### config.mk
export PLATFORM = sky130hd
export DESIGN_NAME = rx_dma_cmd
export DESIGN_NICKNAME = d
export VERILOG_FILES = /design/src/logic/rx_link_pkg.sv /design/src/logic/rx_dma_cmd.sv
export VERILOG_INCLUDE_DIRS = /design/src /design/src/logic
export SDC_FILE = /design/constraint.sdc
export NUM_CORES = 1
export LEC_CHECK = 0
export ABC_AREA = 1
export BUFFER_PORTS_ARGS = -buffer_cell sky130_fd_sc_hd__buf_4
export CORE_UTILIZATION = 55
export CTS_BUF_LIST = sky130_fd_sc_hd__clkbuf_4 sky130_fd_sc_hd__clkbuf_8 sky130_fd_sc_hd__clkbuf_16
export DETAILED_ROUTE_END_ITERATION = 10
export PLACE_DENSITY = 0.8
export SLEW_MARGIN = 40
export SYNTH_ARGS = -nofsm -noshare
export SYNTH_HDL_FRONTEND = slang
export SYNTH_SLANG_ARGS = --single-unit
### constraint.sdc
create_clock -name clk -period 2 [get_ports clk]
set_input_delay 0.2 -clock clk [delete_from_list [all_inputs] [get_ports clk]]
set_output_delay 0.2 -clock clk [all_outputs]
set_load 0.05 [all_outputs]
### src/logic/rx_link_defines.svh
/*
 * Widths, K-code words, frame head flag, reset address, FIFO depth
 * and link-loss holdoff for the TLK2711 receive link
 */
`ifndef RX_LINK_DEFINES_SVH
`define RX_LINK_DEFINES_SVH

`define RX_WORD_W               16
`define RX_ADDR_W               32
`define RX_LEN_W                16
`define RX_DMA_W                64
`define RX_LINE_W               24

// Lane words as {K msb, K lsb, data}
`define RX_SYNC_WORD            {1'b0, 1'b1, 16'hC5BC}
`define RX_SOF_WORD             {1'b1, 1'b1, 16'h5CFB}
`define RX_HEAD_FLAG            32'hEB90_E116
`define RX_LOSS_WORD            16'hFFFF

`define RX_RESET_ADDR           32'h5000_0000
`define RX_FIFO_DEPTH           512

// Roughly 100 ms at a 100 MHz link clock
`define RX_LOSS_HOLDOFF_CYCLES  10_000_000

`endif

### src/logic/rx_link_pkg.sv
/*
 * Types of the receive link: lane word, frame info, DMA write command,
 * parser state and status word
 */
`include "rx_link_defines.svh"

package rx_link_pkg;

    typedef struct packed {
        logic                   k_msb;
        logic                   k_lsb;
        logic [`RX_WORD_W-1:0]  data;
    } lane_word_t;

    // Type word carries file end, channel, data type and line bits 23:16
    typedef struct packed {
        logic [1:0]             file_end;
        logic [1:0]             chan_id;
        logic [3:0]             data_type;
        logic [`RX_LINE_W-1:0]  line_num;
        logic [`RX_LEN_W-1:0]   byte_len;
    } frame_info_t;

    typedef struct packed {
        logic [`RX_ADDR_W-1:0]  addr;
        logic [`RX_LEN_W-1:0]   byte_cnt;
    } dma_cmd_t;

    typedef enum logic [3:0] {
        IDLE, SYNC, HEAD, TYPE, LINE, LENGTH, RECV, CHECK, END1, END2
    } parser_state_e;

    typedef struct packed {
        parser_state_e          state;
        logic                   fifo_empty;
        logic                   fifo_full;
    } rx_status_t;

endpackage

### src/logic/rx_dma_cmd.sv
/*
 * DDR write command generator with address tracking and req/ack
 */
`timescale 1ns/10ps
`include "rx_link_defines.svh"

module rx_dma_cmd (
    input  logic                    clk,
    input  logic                    i_arst_n,
    input  logic                    i_soft_rst,
    input  logic                    i_hdr_done,
    input  logic                    i_frame_end,
    input  logic [`RX_LEN_W-1:0]    i_length,
    input  logic                    i_rx_start,
    input  logic [`RX_ADDR_W-1:0]   i_base_addr,
    input  logic                    i_cmd_ack,
    output logic                    o_cmd_req,
    output rx_link_pkg::dma_cmd_t   o_cmd
);
    logic [`RX_ADDR_W-1:0]  addr_q;
    logic [`RX_LEN_W-1:0]   rnd_len;

    // DDR writes go in 8-byte units, e.g. 882 bytes become 888
    assign rnd_len = {i_length[`RX_LEN_W-1:3] + {{(`RX_LEN_W-4){1'b0}}, |i_length[2:0]},
                      3'b000};

    always_ff @(posedge clk or negedge i_arst_n) begin
        if (!i_arst_n) begin
            addr_q    <= `RX_RESET_ADDR;
            o_cmd_req <= 1'b0;
            o_cmd     <= '0;
        end else if (i_soft_rst) begin
            addr_q    <= `RX_RESET_ADDR;
            o_cmd_req <= 1'b0;
            o_cmd     <= '0;
        end else begin
            if (i_hdr_done) begin
                o_cmd_req      <= 1'b1;
                o_cmd.addr     <= addr_q;
                o_cmd.byte_cnt <= rnd_len;
            end else if (i_cmd_ack) begin
                o_cmd_req <= 1'b0;
            end

            // Start pulse wins over the per-frame advance
            if (i_rx_start) begin
                addr_q <= i_base_addr;
            end else if (i_frame_end) begin
                addr_q <= addr_q + {{(`RX_ADDR_W-`RX_LEN_W){1'b0}}, o_cmd.byte_cnt};
            end
        end
    end

endmodule

==> results.json <==
{
  "place_congestion": 0.905,
  "r2r-end": "addr_q[25]",
  "cts.htree.levels": 3,
  "grt_pass1_vias": 4672,
  "grt_max_degree": 46,
  "layout-drive-gt1-share_pct": 23.7,
  "ys_async_sr_fraction_pct": 100,
  "antenna_found_initial": 0,
  "initial_utilization_pct": 58.1,
  "power_uw": 4440,
  "power_density_nw_per_um2": 706,
  "power.leakage_uw": 0.00332,
  "dp_hpwl_um": 10500,
  "avgSynthCellArea_um2": 6.96,
  "wl_um": 14300,
  "cts_buffers": 9,
  "start_kind": "flop",
  "core_area_um2": 8380,
  "drt_iter0_drc": 331,
  "cp-end-kind": "flop",
  "worst_slack_ns": 0.0560,
  "path_clk_slew_ns": 0.09,
  "yosysTopAreaCell": "dfrtp_1",
  "maxCapViolCount": 0,
  "drv_slew": 0,
  "synth_common_cells": "nand2_1 (208), inv_1 (95), nand3_1 (82)",
  "cts-root-buf": "clkbuf_8",
  "status": "completed",
  "nNetsFinal": 877,
  "fmax_mhz": 514,
  "post_drt_wl_per_cell_um": 15.7,
  "syn-cell-area_um2": 4870,
  "cp_data_arrival_time_ns": 2.24,
  "drc": 0,
  "reg2reg_slack_ns": 0.06,
  "synth.distinct_cells": 39,
  "postRouteAntennaNets": 0,
  "ys_ff_latch": 78,
  "synth_edf_count": 0,
  "rr_worst_depth": 11,
  "fin_skew_ns": 0.00760,
  "viasPerCell": 5.52,
  "n_antenna_cell": 0,
  "cpMaxStageDelayCell": "dfrtp_2",
  "synth_cells": 700,
  "vias": 5052,
  "hold_depth": 4,
  "synth_top_area_share_pct": 39.1,
  "design.die.area_um2": 9230,
  "cp_top_family": "simple AND/OR/NAND/NOR gates",
  "finalSetupViolCount": 0,
  "cts_buffer_depth": 2,
  "min_to": "o_cmd_req",
  "die_x_um": 96.1,
  "cp_cell_sequence": "ha_4 > fa_2 > nand3_2 > nand3_4 > nand2_1 > nand2_2 > nand2_1 > nand2_2 > nand3_1 > nand3_1 > a21oi_2",
  "die_h_um": 96.1,
  "dp_slack_ns": -0.0811,
  "synth_flop_cell": "dfrtp_1",
  "overflow": 0,
  "grt_usage_pct": 32.6,
  "cp_max_fo": 4,
  "port_buffers": 100,
  "syn2layout_area_growth_pct": 29.2,
  "yosysSeqAreaShare_pct": 40.1,
  "crit_buf_inv": 0,
  "peakVddDrop_v": 0.000446,
  "r2r-start": "o_cmd[3]",
  "synthTopCellsByArea": "dfrtp_1 (39%), nand2_1 (16%), nand3_1 (8.4%)",
  "cts_sinks": 78,
  "synth_most_common_cell": "nand2_1",
  "cp-startpoint": "o_cmd[3]",
  "synth_warnings": 0,
  "period_minus_slack_ns": 1.94,
  "fin_util_pct": 75.1,
  "max_stage_delay_ns": 0.45,
  "row_count": 33,
  "period_share_pct": 97.2,
  "clkLatencyLatePin_ns": 0.36,
  "finalSetupTns_ns": 0,
  "worst-path-stages": 11,
  "tritoncts": "yes",
  "min-delay-start": "i_cmd_ack",
  "io_pins": 104,
  "grt_pass1_wl_um": 22600,
  "hp-class": "in -> reg",
  "crit_type": "reg -> reg",
  "hold_viol": 0,
  "drt_first_pass_iters": 5,
  "required_ns": 2.29
}
[routing by layer]
| metal | vias up | GRT usage, % | wire length [µm] |
|---|---|---|---|
| li1 | 2465 | - | - |
| met1 | 2373 | 46.7 | 6640 |
| met2 | 191 | 51.4 | 6580 |
| met3 | 23 | 4.19 | 841 |
| met4 | 0 | 9.58 | 284 |
| met5 | - | 0 | 0 |
[repair_timing]
action / CTS / global route
pin swaps: 1 / 6
resized for setup: 6 / 39
buffers inserted: 0 / 3
gates cloned: 0 / 0
hold buffers: 1 / 0
endpoints found under the setup margin: 11 / 20
hold endpoints to repair: 32 / 0
[logic make-up (layout without fill, tap and decap cells)]
logic type / count (synthesis) / after routing / share of synthesized area [%]
other cells: 1 / 3 / 0.0770
fa+ha+maj: 16 / 16 / 4.27
buf+inv: 123 / 232 / 10.0
simple gates: 377 / 377 / 33.0
flops: 78 / 78 / 40.1
compound gates: 105 / 105 / 12.5
[final cells by class]
type / instances / area [µm²]
clock buffers: 11 / 145
multi-input cells: 501 / 2690
repair buffers: 117 / 893
inverters: 99 / 372
clock inverters: 5 / 106
well taps: 105 / 131
fillers: 649 / 2090
flip-flops and latches: 78 / 1960
[tightest hold or removal path, stage by stage]
cell	delay, ns
buf_4	0.08
nor2_1	0.03
nand2_1	0.05
nand2_1	0.04
[state kept, by name, summed over array words and instances (netlist names)]
signal     flops
o_cmd         45
addr_q        32
o_cmd_req      1
[worst max-delay path by stage]
stage / endpoint / slack [ns]
after floorplan: addr_q[12] / 0.006
after global placement: addr_q[13] / -0.06
after detailed placement: addr_q[13] / -0.08
after CTS: addr_q[18] / 0.02
after global routing: addr_q[25] / -0.05
final: addr_q[25] / 0.06
[where the power goes]
group	switching, µW	internal [µW]
registers	141	1700
clock network	639	880
logic	684	400
[cells in the final DEF, fill, tap and decap left out, types with 6 or more instances in the layout]
| master | instances |
|---|---|
| clkbuf_8 | 10 |
| a22o_1 | 9 |
| nand2_2 | 10 |
| o21ai_0 | 48 |
| nor3_1 | 6 |
| nand2_1 | 200 |
| nand3_1 | 74 |
| a21oi_1 | 25 |
| buf_4 | 115 |
| inv_1 | 95 |
| nor2_1 | 54 |
| dfrtp_1 | 72 |
| nand3_2 | 8 |
| ha_4 | 11 |
| a31oi_1 | 9 |
[per-stage QoR]
| stage | hold WS [ns] | cells | area [µm²] |
|---|---|---|---|
| global route | 0.0843 | 916 | 6290 |
| finish | 0.0669 | 916 | 6290 |
| CTS | 0.0690 | 913 | 6050 |
| global placement | 0.186 | 896 | 5760 |
| floorplan | -0.0956 | 702 | 4880 |
| detailed placement | 0.193 | 896 | 5760 |
No activity file was read; power rests on OpenSTA's default activity.
