===== src/logic/rx_link_defines.svh =====
/*
 * Widths, K-code words, frame head flag, reset address, FIFO depth
 * and link-loss holdoff for the TLK2711 receive link
 */
`ifndef RX_LINK_DEFINES_SVH
`define RX_LINK_DEFINES_SVH

`define RX_WORD_W               16
`define RX_ADDR_W               32
`define RX_LEN_W                16
`define RX_DMA_W                64
`define RX_LINE_W               24

// Lane words as {K msb, K lsb, data}
`define RX_SYNC_WORD            {1'b0, 1'b1, 16'hC5BC}
`define RX_SOF_WORD             {1'b1, 1'b1, 16'h5CFB}
`define RX_HEAD_FLAG            32'hEB90_E116
`define RX_LOSS_WORD            16'hFFFF

`define RX_RESET_ADDR           32'h5000_0000
`define RX_FIFO_DEPTH           512

// Roughly 100 ms at a 100 MHz link clock
`define RX_LOSS_HOLDOFF_CYCLES  10_000_000

`endif


===== src/logic/rx_link_pkg.sv =====
/*
 * Types of the receive link: lane word, frame info, DMA write command,
 * parser state and status word
 */
`include "rx_link_defines.svh"

package rx_link_pkg;

    typedef struct packed {
        logic                   k_msb;
        logic                   k_lsb;
        logic [`RX_WORD_W-1:0]  data;
    } lane_word_t;

    // Type word carries file end, channel, data type and line bits 23:16
    typedef struct packed {
        logic [1:0]             file_end;
        logic [1:0]             chan_id;
        logic [3:0]             data_type;
        logic [`RX_LINE_W-1:0]  line_num;
        logic [`RX_LEN_W-1:0]   byte_len;
    } frame_info_t;

    typedef struct packed {
        logic [`RX_ADDR_W-1:0]  addr;
        logic [`RX_LEN_W-1:0]   byte_cnt;
    } dma_cmd_t;

    typedef enum logic [3:0] {
        IDLE, SYNC, HEAD, TYPE, LINE, LENGTH, RECV, CHECK, END1, END2
    } parser_state_e;

    typedef struct packed {
        parser_state_e          state;
        logic                   fifo_empty;
        logic                   fifo_full;
    } rx_status_t;

endpackage


===== src/logic/rx_link_monitor.sv =====
/*
 * Link-loss detector with a holdoff timer after each report
 */
`timescale 1ns/10ps
`include "rx_link_defines.svh"

module rx_link_monitor #(
    parameter int unsigned LOSS_HOLDOFF = `RX_LOSS_HOLDOFF_CYCLES
) (
    input  logic                    clk,
    input  logic                    i_arst_n,
    input  logic                    i_soft_rst,
    input  logic                    i_loss_detect_ena,
    input  rx_link_pkg::lane_word_t i_lane,
    output logic                    o_link_loss
);
    localparam int CNT_W = $clog2(LOSS_HOLDOFF + 1);

    logic               is_loss;
    logic               hold_q;
    logic [CNT_W-1:0]   hold_cnt_q;

    // Both K flags with all-ones data means the serializer lost lock
    assign is_loss = i_lane.k_msb & i_lane.k_lsb & (i_lane.data == `RX_LOSS_WORD);

    always_ff @(posedge clk or negedge i_arst_n) begin
        if (!i_arst_n) begin
            o_link_loss <= 1'b0;
            hold_q      <= 1'b0;
            hold_cnt_q  <= '0;
        end else if (i_soft_rst || !i_loss_detect_ena) begin
            o_link_loss <= 1'b0;
            hold_q      <= 1'b0;
            hold_cnt_q  <= '0;
        end else begin
            // Pulse itself also blocks, since hold_q is not set yet
            o_link_loss <= is_loss & ~hold_q & ~o_link_loss;

            if (o_link_loss) begin
                hold_q     <= 1'b1;
                hold_cnt_q <= '0;
            end else if (hold_q) begin
                hold_cnt_q <= hold_cnt_q + 1'b1;
                if (hold_cnt_q == CNT_W'(LOSS_HOLDOFF - 1)) begin
                    hold_q <= 1'b0;
                end
            end
        end
    end

endmodule


===== config.mk =====
export PLATFORM = sky130hd
export DESIGN_NAME = rx_link_monitor
export DESIGN_NICKNAME = d
export VERILOG_FILES = /design/src/logic/rx_link_pkg.sv /design/src/logic/rx_link_monitor.sv
export VERILOG_INCLUDE_DIRS = /design/src /design/src/logic
export SDC_FILE = /design/constraint.sdc
export NUM_CORES = 1
export LEC_CHECK = 0
export BUFFER_PORTS_ARGS = -buffer_cell sky130_fd_sc_hd__buf_2
export CORE_MARGIN = 2
export CORE_UTILIZATION = 35
export CTS_CLUSTER_SIZE = 8
export DETAILED_ROUTE_END_ITERATION = 10
export PLACE_DENSITY = 0.6
export SLEW_MARGIN = 5
export SYNTH_ARGS = -nofsm -noshare
export SYNTH_HDL_FRONTEND = slang
export SYNTH_SLANG_ARGS = --single-unit

===== constraint.sdc =====
create_clock -name clk -period 2 [get_ports clk]
set_clock_uncertainty 0.15 [all_clocks]
set_input_delay 0.2 -clock clk [delete_from_list [all_inputs] [get_ports clk]]
set_output_delay 0.2 -clock clk [all_outputs]
set_load 0.03 [all_outputs]

==> metrics.md <==
| Metric | Value |
|---|---|
| Outcome | `finished, violations left` |
| Failing checks | `setup timing` |
| FF+latch count, synth | `26` |
| Most used flip-flop cell after synthesis | `dfrtp_1` |
| Iteration-0 DRC Markers | `101` |
| CP required | `2.06 ns` |
| Worst hold stages | `3` |
| Yosys warning count | `0` |
| CTS Root Cell | `clkbuf_8` |
| Hold crit path type | `input port to flip-flop` |
| Synth cell count leaders | `dfrtp_1, nor2_1, nand4_1` |
| Crit share post-route | `1.01` |
| Crit start category | `flip-flop` |
| Post-DP HPWL | `2520 um` |
| P&R area growth vs syn | `25.8%` |
| IO buf count | `22` |
| Ys async rst share | `1.00` |
| Cell family contributing the most delay on the critical path | `simple AND/OR/NAND/NOR gates` |
| Routed wire length | `3500 um` |
| GRT Overall Usage | `0.162` |
| Power per Cell Area | `506 nW/um^2` |
| Reg-to-reg startpoint | `hold_cnt_q[1]` |
| Post-synthesis sequential area ratio | `0.454` |
| Final worst setup slack | `-0.0277 ns` |
| Setup Viol. Count Final | `2` |
| Core ar. | `3970 um^2` |
| Routed Antenna Nets | `0` |
| Slowest cell on crit path | `or4_4` |
| Mapped Nets | `178` |
| Fmax | `493 MHz` |
| CTS H-tree lvls | `1` |
| CP max FO | `5` |
| Die Ht | `68.0 um` |
| Cell variety after synth | `37` |
| Setup CP Type | `flip-flop to flip-flop` |
| Cts bufs inserted | `3` |
| Clk sinks | `26` |
| DR WL/cell | `14.5 um` |
| Area contributors post-synth | `dfrtp_1, nand4_1, nor2_1` |
| Leading cell type by number of instances after synthesis | `dfrtp_1` |
| Mapped Cells | `155` |
| Cell taking the most area after synthesis | `dfrtp_1` |
| Cell area after synthesis | `1430 um^2` |
| Vias | `1354` |
| GPL Wtd Cong | `0.853` |
| CTS tree | `yes` |
| Final min period | `2.03 ns` |
| Critical path buffers and inverters | `0` |
| Chip width | `68.0 um` |
| Vias/cell | `5.60` |
| Clk pin slew, worst setup/hold paths | `0.09 ns` |
| DRT Pass-1 Iters | `4` |
| Crit path to | `hold_cnt_q[18]` |
| Maximum clock path buffer count | `2` |
| Initial core utilization | `0.361` |
| R2R cell count | `5` |
| Hold slack | `0.0133 ns` |
| Largest net degree at the start of global routing | `27` |
| Initial antenna violation count | `0` |
| Nets | `216` |
| # IOs | `23` |
| RSZ-0062 raised after global routing | `yes` |
| Setup Total Neg Slack | `-0.0342 ns` |
| DRC viols | `0` |
| Worst setup path startpoint | `hold_cnt_q[1]` |
| Antenna diode count | `0` |
| Max Cap Viol | `0` |
| Grt ovf | `0` |
| Wire length of the first global-routing pass | `5690 um` |
| EDFF count, synth | `0` |
| Slew Viols, Final | `0` |
| Rows | `23` |
| Synth top area share | `0.454` |
| Critical path depth in cells | `5` |
| Worst EP arrival | `2.08 ns` |
| VDD IR max | `0.000289 V` |
| Static Leak | `0.703 nW` |
| Rel. slew slack | `0.612` |
| RR Endpoint | `hold_cnt_q[18]` |
| Slew of the pin with the lowest slew margin | `0.582 ns` |
| # fillers | `377` |
| Vias in the first global route | `1262` |
| Worst skew pair latency | `0.27 ns` |
| Largest stage delay on the critical path | `0.56 ns` |
| Place WS | `0.0351 ns` |
| Total die area | `4620 um^2` |
| Syn_area_per_cell | `9.25 um^2` |
| Layout cells sized above 1 | `0.297` |
| Type of destination of the critical path | `flip-flop` |
| Hold violation total from the final report | `0` |
| R2R setup slack | `-0.03 ns` |
| Cells along the critical path | `ha_2 -> nand4_1 -> or4_4 -> or3_1 -> a21oi_2` |
[layout by cell type (no fill, tap or decap), drive strengths merged]
master	n
buf	37
dfrtp	26
nor2	18
nand4	17
a21oi	9
nand2	8
nor3	7
nand3	6
o21ai	6
xnor2	6
xor2	5
or3	5
nor4	4
and4	4
inv	4
clkbuf	4
or4	4
or2	3
nand2b	2
nor4b	2
o31ai	2
o41ai	2
dlygate4sd3	2
nor2b	1
a31oi	1
or3b	1
mux2	1
a22o	1
or4b	1
and3	1
mux2i	1
ha	1
[cell families (layout without fill, tap and decap cells)]
group | after synthesis | after routing | share of synthesized area
mux | 2 | 2 | 0.0148
flops | 26 | 26 | 0.454
buf+inv | 11 | 47 | 0.0366
compound gates | 21 | 21 | 0.0855
simple gates | 83 | 84 | 0.333
fa+ha+maj | 1 | 1 | 0.00872
xor+xnor | 11 | 11 | 0.0672
[power by group]
group	internal [W]	switching, W	total, W
Sequential	0.000525	0.0000000000876	0.000525
Clock	0.000176	0.000164	0.000340
Combinational	0.0000207	0.0000262	0.0000469
[worst min-delay path: stages]
cell	delay, ns
buf_2	0.09
nand4_1	0.06
nor4_1	0.04
[worst min path at each step]
stage,startpoint,slack (ns),endpoint
6_report,i_lane[3],0.01,o_link_loss
5_1_grt,i_lane[11],0.02,o_link_loss
4_1_cts,i_lane[12],0.005,o_link_loss
3_5_place_dp,i_arst_n,0.09,hold_cnt_q[22]
3_3_place_gp,i_arst_n,0.09,hold_cnt_q[18]
2_1_floorplan,i_arst_n,-0.25,hold_cnt_q[0]
[layout make-up]
type	instances	area, um^2	area share
flip-flops and latches	26	653	0.362
well taps	50	62.6	0.0347
inverters	4	15.0	0.00832
repair buffers	39	243	0.135
multi-input cells	119	776	0.430
clock buffers	4	55.1	0.0305
[through the flow]
step	instance area, um^2	utilization	power [W]	instances
floorplan	1430	-	0.000547	155
global placement	1640	0.414	0.000579	230
detailed placement	1640	0.414	0.000580	230
CTS	1720	0.433	0.000927	236
global route	1800	0.454	0.000961	242
finish	1800	0.454	0.000912	242
[routing by layer]
layer / GRT usage / wire (um)
met5: 0 / 0
met4: 0.0325 / 20
met3: 0.0461 / 168
met2: 0.279 / 1720
met1: 0.203 / 1600
[state kept, by name, summed over array words and instances (netlist names)]
| signal | flops |
|---|---|
| hold_cnt_q | 24 |
| o_link_loss | 1 |
| hold_q | 1 |
[what timing repair did]
| action | in CTS | in global routing |
|---|---|---|
| resized for setup | 0 | 11 |
| hold buffers | 2 | 0 |
| setup buffers | 0 | 5 |
| endpoints found under the hold margin | 27 | 0 |
| endpoints found under the setup margin | 0 | 6 |
(Power assumes the default switching activity.)
