### config.mk
export PLATFORM = sky130hd
export DESIGN_NAME = rx_frame_parser
export DESIGN_NICKNAME = d
export VERILOG_FILES = /design/src/logic/rx_link_pkg.sv /design/src/logic/rx_frame_parser.sv
export VERILOG_INCLUDE_DIRS = /design/src /design/src/logic
export SDC_FILE = /design/constraint.sdc
export NUM_CORES = 1
export LEC_CHECK = 0
export BUFFER_PORTS_ARGS = -buffer_cell sky130_fd_sc_hd__buf_2
export CAP_MARGIN = 10
export CORE_ASPECT_RATIO = 0.75
export CORE_MARGIN = 4
export CORE_UTILIZATION = 55
export DETAILED_ROUTE_END_ITERATION = 10
export GPL_TIMING_DRIVEN = 0
export PLACE_DENSITY_LB_ADDON = 0.08
export SKIP_LAST_GASP = 1
export SLEW_MARGIN = 10
export SYNTH_ARGS = -nofsm -noshare
export SYNTH_HDL_FRONTEND = slang
export SYNTH_SLANG_ARGS = --single-unit
### constraint.sdc
create_clock -name clk -period 2.66 [get_ports clk]
set_clock_uncertainty 0.05 [all_clocks]
set_input_delay 0.266 -clock clk [delete_from_list [all_inputs] [get_ports clk]]
set_output_delay 0.266 -clock clk [all_outputs]
set_load 0.005 [all_outputs]
### src/logic/rx_link_defines.svh
/*
 * Widths, K-code words, frame head flag, reset address, FIFO depth
 * and link-loss holdoff for the TLK2711 receive link
 */
`ifndef RX_LINK_DEFINES_SVH
`define RX_LINK_DEFINES_SVH

`define RX_WORD_W               16
`define RX_ADDR_W               32
`define RX_LEN_W                16
`define RX_DMA_W                64
`define RX_LINE_W               24

// Lane words as {K msb, K lsb, data}
`define RX_SYNC_WORD            {1'b0, 1'b1, 16'hC5BC}
`define RX_SOF_WORD             {1'b1, 1'b1, 16'h5CFB}
`define RX_HEAD_FLAG            32'hEB90_E116
`define RX_LOSS_WORD            16'hFFFF

`define RX_RESET_ADDR           32'h5000_0000
`define RX_FIFO_DEPTH           512

// Roughly 100 ms at a 100 MHz link clock
`define RX_LOSS_HOLDOFF_CYCLES  10_000_000

`endif

### src/logic/rx_link_pkg.sv
/*
 * Types of the receive link: lane word, frame info, DMA write command,
 * parser state and status word
 */
`include "rx_link_defines.svh"

package rx_link_pkg;

    typedef struct packed {
        logic                   k_msb;
        logic                   k_lsb;
        logic [`RX_WORD_W-1:0]  data;
    } lane_word_t;

    // Type word carries file end, channel, data type and line bits 23:16
    typedef struct packed {
        logic [1:0]             file_end;
        logic [1:0]             chan_id;
        logic [3:0]             data_type;
        logic [`RX_LINE_W-1:0]  line_num;
        logic [`RX_LEN_W-1:0]   byte_len;
    } frame_info_t;

    typedef struct packed {
        logic [`RX_ADDR_W-1:0]  addr;
        logic [`RX_LEN_W-1:0]   byte_cnt;
    } dma_cmd_t;

    typedef enum logic [3:0] {
        IDLE, SYNC, HEAD, TYPE, LINE, LENGTH, RECV, CHECK, END1, END2
    } parser_state_e;

    typedef struct packed {
        parser_state_e          state;
        logic                   fifo_empty;
        logic                   fifo_full;
    } rx_status_t;

endpackage

### src/logic/rx_frame_parser.sv
/*
 * Receive frame parser: sync and SOF detection, head flag match,
 * header capture, payload word output and checksum check
 */
`timescale 1ns/10ps
`include "rx_link_defines.svh"

module rx_frame_parser (
    input  logic                        clk,
    input  logic                        i_arst_n,
    input  logic                        i_soft_rst,
    input  rx_link_pkg::lane_word_t     i_lane,
    output logic                        o_pay_valid,
    output logic [`RX_WORD_W-1:0]       o_pay_data,
    output logic                        o_hdr_done,
    output logic                        o_frame_end,
    output rx_link_pkg::frame_info_t    o_info,
    output logic                        o_checksum_err,
    output rx_link_pkg::parser_state_e  o_state
);
    import rx_link_pkg::*;

    parser_state_e              state_q;
    parser_state_e              state_d;
    logic [`RX_WORD_W-1:0]      prev_data_q;
    logic [`RX_WORD_W-1:0]      csum_q;
    logic [`RX_LEN_W-2:0]       word_cnt_q;
    logic                       is_sync;
    logic                       is_sof;
    logic                       head_match;
    logic                       recv_last;

    assign is_sync    = (i_lane == `RX_SYNC_WORD);
    assign is_sof     = (i_lane == `RX_SOF_WORD);
    // Head flag spans two lane words, high half first
    assign head_match = ({prev_data_q, i_lane.data} == `RX_HEAD_FLAG);
    // Length is in bytes and always even, so length/2 words follow
    assign recv_last  = (word_cnt_q == o_info.byte_len[`RX_LEN_W-1:1] - 1'b1);

    ////////////////////////////////////////////////////////////////////////////
    // Frame FSM
    ////////////////////////////////////////////////////////////////////////////

    always_comb begin
        state_d = state_q;
        case (state_q)
            IDLE: begin
                if (is_sync) begin
                    state_d = SYNC;
                end
            end
            SYNC: begin
                if (is_sof) begin
                    state_d = HEAD;
                end
            end
            HEAD: begin
                if (head_match) begin
                    state_d = TYPE;
                end
            end
            TYPE:    state_d = LINE;
            LINE:    state_d = LENGTH;
            LENGTH:  state_d = RECV;
            RECV: begin
                if (recv_last) begin
                    state_d = CHECK;
                end
            end
            CHECK:   state_d = END1;
            END1:    state_d = END2;
            END2:    state_d = IDLE;
            default: state_d = IDLE;
        endcase
    end

    always_ff @(posedge clk or negedge i_arst_n) begin
        if (!i_arst_n) begin
            state_q        <= IDLE;
            word_cnt_q     <= '0;
            o_checksum_err <= 1'b0;
        end else if (i_soft_rst) begin
            state_q        <= IDLE;
            word_cnt_q     <= '0;
            o_checksum_err <= 1'b0;
        end else begin
            state_q <= state_d;

            if (state_q == RECV) begin
                word_cnt_q <= word_cnt_q + 1'b1;
            end else begin
                word_cnt_q <= '0;
            end

            // Error flag lives until the next frame's type word
            if (state_q == TYPE) begin
                o_checksum_err <= 1'b0;
            end else if (state_q == CHECK) begin
                o_checksum_err <= (csum_q != i_lane.data);
            end
        end
    end

    ////////////////////////////////////////////////////////////////////////////
    // Header fields and running checksum
    ////////////////////////////////////////////////////////////////////////////

    always_ff @(posedge clk) begin
        prev_data_q <= i_lane.data;

        case (state_q)
            TYPE: begin
                csum_q <= i_lane.data;
                {o_info.file_end, o_info.chan_id, o_info.data_type,
                 o_info.line_num[`RX_LINE_W-1:16]} <= i_lane.data;
            end
            LINE: begin
                csum_q                <= csum_q + i_lane.data;
                o_info.line_num[15:0] <= i_lane.data;
            end
            LENGTH: begin
                csum_q          <= csum_q + i_lane.data;
                o_info.byte_len <= i_lane.data;
            end
            RECV:    csum_q <= csum_q + i_lane.data;
            default: csum_q <= csum_q;
        endcase
    end

    assign o_pay_valid = (state_q == RECV);
    assign o_pay_data  = i_lane.data;
    assign o_hdr_done  = (state_q == LENGTH);
    assign o_frame_end = (state_q == END1);
    assign o_state     = state_q;

endmodule

==> results.py <==
metrics = {
    "flow_run": {
        "cap_violations": 0,
    },
    "worst_setup_path": {
        "r2r_end": "o_state[0]$_DFFE_PN0P_",
        "worstPathCellList": "inv_1, ha_1, nor3b_4, nor4b_4, mux2_1, mux2i_1, o21ai_1, a41oi_1, o22ai_1",
        "r2r_cells": 9,
        "critical_path_class": "reg2reg",
        "crit_slowest_cell": "edfxtp_1",
        "startpoint_type": "flip-flop",
        "cpPeakStageDelay_ns": 0.50,
        "critical_path_required_ns": 2.83,
        "r2r_slack_ns": 0.03,
        "timing.rr.start": "o_info[1]$_DFFE_PP_",
        "arrival_ns": 2.80,
        "end_kind": "flip-flop",
        "crit_path_max_fanout": 7,
    },
    "timing": {
        "hold_violations": 0,
        "post-route-period-util": 0.990,
        "slew_headroom": 0.532,
        "slew_viol_final": 0,
        "fin_crit_ns": 2.63,
        "final-setup-viol-count": 0,
        "fin_ws_ns": 0.0267,
        "rsz0062_at_grt": "true",
        "clock.fmax_mhz": 380,
        "tightest_slew_ns": 0.701,
    },
    "synthesis": {
        "ys_seq_elements": 100,
        "ys_seq_area_frac": 0.562,
        "synth.distinct_cells": 59,
        "netlist_instances": 413,
        "syn_nets": 452,
        "syn-cell-area_um2": 4880,
        "synth-edff-count": 64,
        "avgSynthCellArea_um2": 11.8,
        "yosysWarnings": 0,
        "synth-async-reset-ratio": 0.200,
        "synth_flop_cell": "edfxtp_1",
    },
    "min_path": {
        "whs_path_depth": 1,
        "hold_path.startpoint": "i_lane[13]",
        "hold_path.class": "in2reg",
        "worstHoldEndpoint": "prev_data_q[13]$_DFF_P_",
    },
    "clock_network": {
        "insertion_delay_ns": 0.35,
        "cts_max_path_buffers": 2,
        "htreeDepth": 3,
        "path_clk_slew_ns": 0.07,
        "clock_sinks": 100,
        "cts-root-buf": "clkbuf_16",
        "cts_tree": "yes",
        "cts_inserted_buffers": 9,
    },
    "grt": {
        "grt_pass1_wl_um": 17900,
        "overflow": 0,
        "antenna_found_initial": 0,
        "grt_pass1_vias": 3365,
        "grt_max_degree": 21,
        "grtUsageTotal": 0.229,
    },
    "route": {
        "drc": 0,
        "routedWlPerCell_um": 18.1,
        "drt_iter0_drc": 237,
        "vias": 3631,
        "via_per_inst": 5.72,
        "ant_nets": 0,
        "firstDrtPassIters": 4,
        "routed_wl_um": 11500,
    },
    "finish": {
        "fillers": 626,
        "drive_above_1_share": 0.285,
        "final_cells": 635,
        "fin_area_um2": 5970,
        "layout_commonest_cell": "buf_2",
        "final_nets": 562,
        "area_delta_synth_final_pct": 22.4,
        "final_cell_mix": "buf_2, edfxtp_1, nor2_1",
        "n_antenna_cell": 0,
    },
    "floorplan": {
        "design.core.area_um2": 8560,
        "die_w_um": 117,
        "die_height_um": 89.6,
        "initial_core_util": 0.570,
        "rows": 29,
        "die_area_um2": 10500,
        "io_pins": 93,
    },
    "placed_design": {
        "placed_cells": 615,
        "place_congestion": 0.877,
        "dp_slack_ns": -0.146,
        "dpl_cell_area_um2": 5500,
        "hpwl_um": 8200,
        "io_buffer_count": 92,
    },
    "power_and_ir_drop": {
        "peakVddDrop_v": 0.000472,
        "p_per_area_nw_per_um2": 564,
        "p_leak_nw": 2.40,
        "power_mw": 3.37,
    },
    "outcome": {
        "status": "finished, final reports clean",
    },
}
critical path: cells and delay by family, from the launching register on:
family | cells | cell delay (ns)
adders and majority gates | 1 | 0.19
AOI/OAI and AO/OA | 3 | 0.48
buffers and inverters | 1 | 0.10
and+or+nand+nor | 2 | 0.67
muxes | 2 | 0.52
DFF | 1 | 0.50
layout make-up:
| type | instances | area (um^2) | area share |
|---|---|---|---|
| inverter | 8 | 30.0 | 0.00503 |
| clock inverter | 5 | 110 | 0.0184 |
| clock buffer | 10 | 229 | 0.0384 |
| sequential | 100 | 2740 | 0.459 |
| buffer | 27 | 170 | 0.0285 |
| timing repair buffer | 99 | 523 | 0.0876 |
| multi-input combinational | 278 | 2030 | 0.340 |
| tap | 108 | 135 | 0.0226 |
cell families (layout without fill, tap and decap cells):
group | count (synthesis) | count (layout) | share of synthesized area
and+or+nand+nor | 140 | 140 | 0.157
xor gates and xnor gates | 45 | 45 | 0.0808
AOI/OAI and AO/OA | 67 | 67 | 0.0936
DFF | 100 | 100 | 0.562
adders and majority gates | 18 | 18 | 0.0477
muxes | 8 | 8 | 0.0174
buffers and inverters | 35 | 149 | 0.0410
layer usage:
| layer | GRT usage | routed length (um) | vias up |
|---|---|---|---|
| met1 | 0.334 | 5540 | 1745 |
| met4 | 0.0542 | 123 | 0 |
| met3 | 0.0765 | 998 | 12 |
| met5 | 0 | 0 | - |
| met2 | 0.334 | 4850 | 143 |
| li1 | - | - | 1731 |
power breakdown:
part | total, mW | internal (mW) | switching [mW]
Clock | 1.49 | 0.924 | 0.570
Sequential | 1.67 | 1.66 | 0.00320
Combinational | 0.207 | 0.0869 | 0.120
Total | 3.37 | 2.68 | 0.694
cells in the mapped netlist (all sizes together), types with 9 or more instances:
master   n  share of area
xor2    29          0.052
nor2    35          0.027
o21ai   22          0.023
dfxtp   16          0.066
nor3    11          0.012
nand3   18          0.018
xnor2   16          0.029
nand2   25          0.019
dfrtp   20           0.10
clkbuf   9         0.0069
ha      17          0.044
buf     18          0.028
edfxtp  64           0.39
flip-flops by register name (all words and copies together) (netlist names):
signal	cells
o_info	48
word_cnt_q	15
prev_data_q	16
csum_q	16
o_state	4
o_checksum_err	1
through the flow:
stage               hold slack, ns  utilization  setup TNS [ns]
detailed placement           0.198        0.642          -0.331
finish                      0.0897        0.697               0
global route                0.0858        0.697          -0.131
global placement             0.190        0.639           -2.60
CTS                         0.0831        0.687         -0.0245
floorplan                  -0.0796            -               0
how the worst max path moves through the flow:
stage                                      start                      to  slack, ns
after floorplan              csum_q[1]$_DFFE_PP_    csum_q[15]$_DFFE_PP_       0.24
after global placement    o_state[0]$_DFFE_PN0P_    o_info[22]$_DFFE_PP_      -0.15
after detailed placement               i_lane[0]    csum_q[14]$_DFFE_PP_      -0.15
after CTS                    o_info[1]$_DFFE_PP_  o_state[0]$_DFFE_PN0P_      -0.02
after global routing         o_info[1]$_DFFE_PP_  o_state[0]$_DFFE_PN0P_      -0.13
final                        o_info[1]$_DFFE_PP_  o_state[0]$_DFFE_PN0P_       0.03
timing repair:
item,CTS,global route
pin swaps,1,3
gates resized for setup,3,9
buffers inserted,1,3
hold buffers,1,0
endpoints found under the hold margin,20,0
endpoints found under the setup margin,3,20
Power figures use the tool's default switching activity.
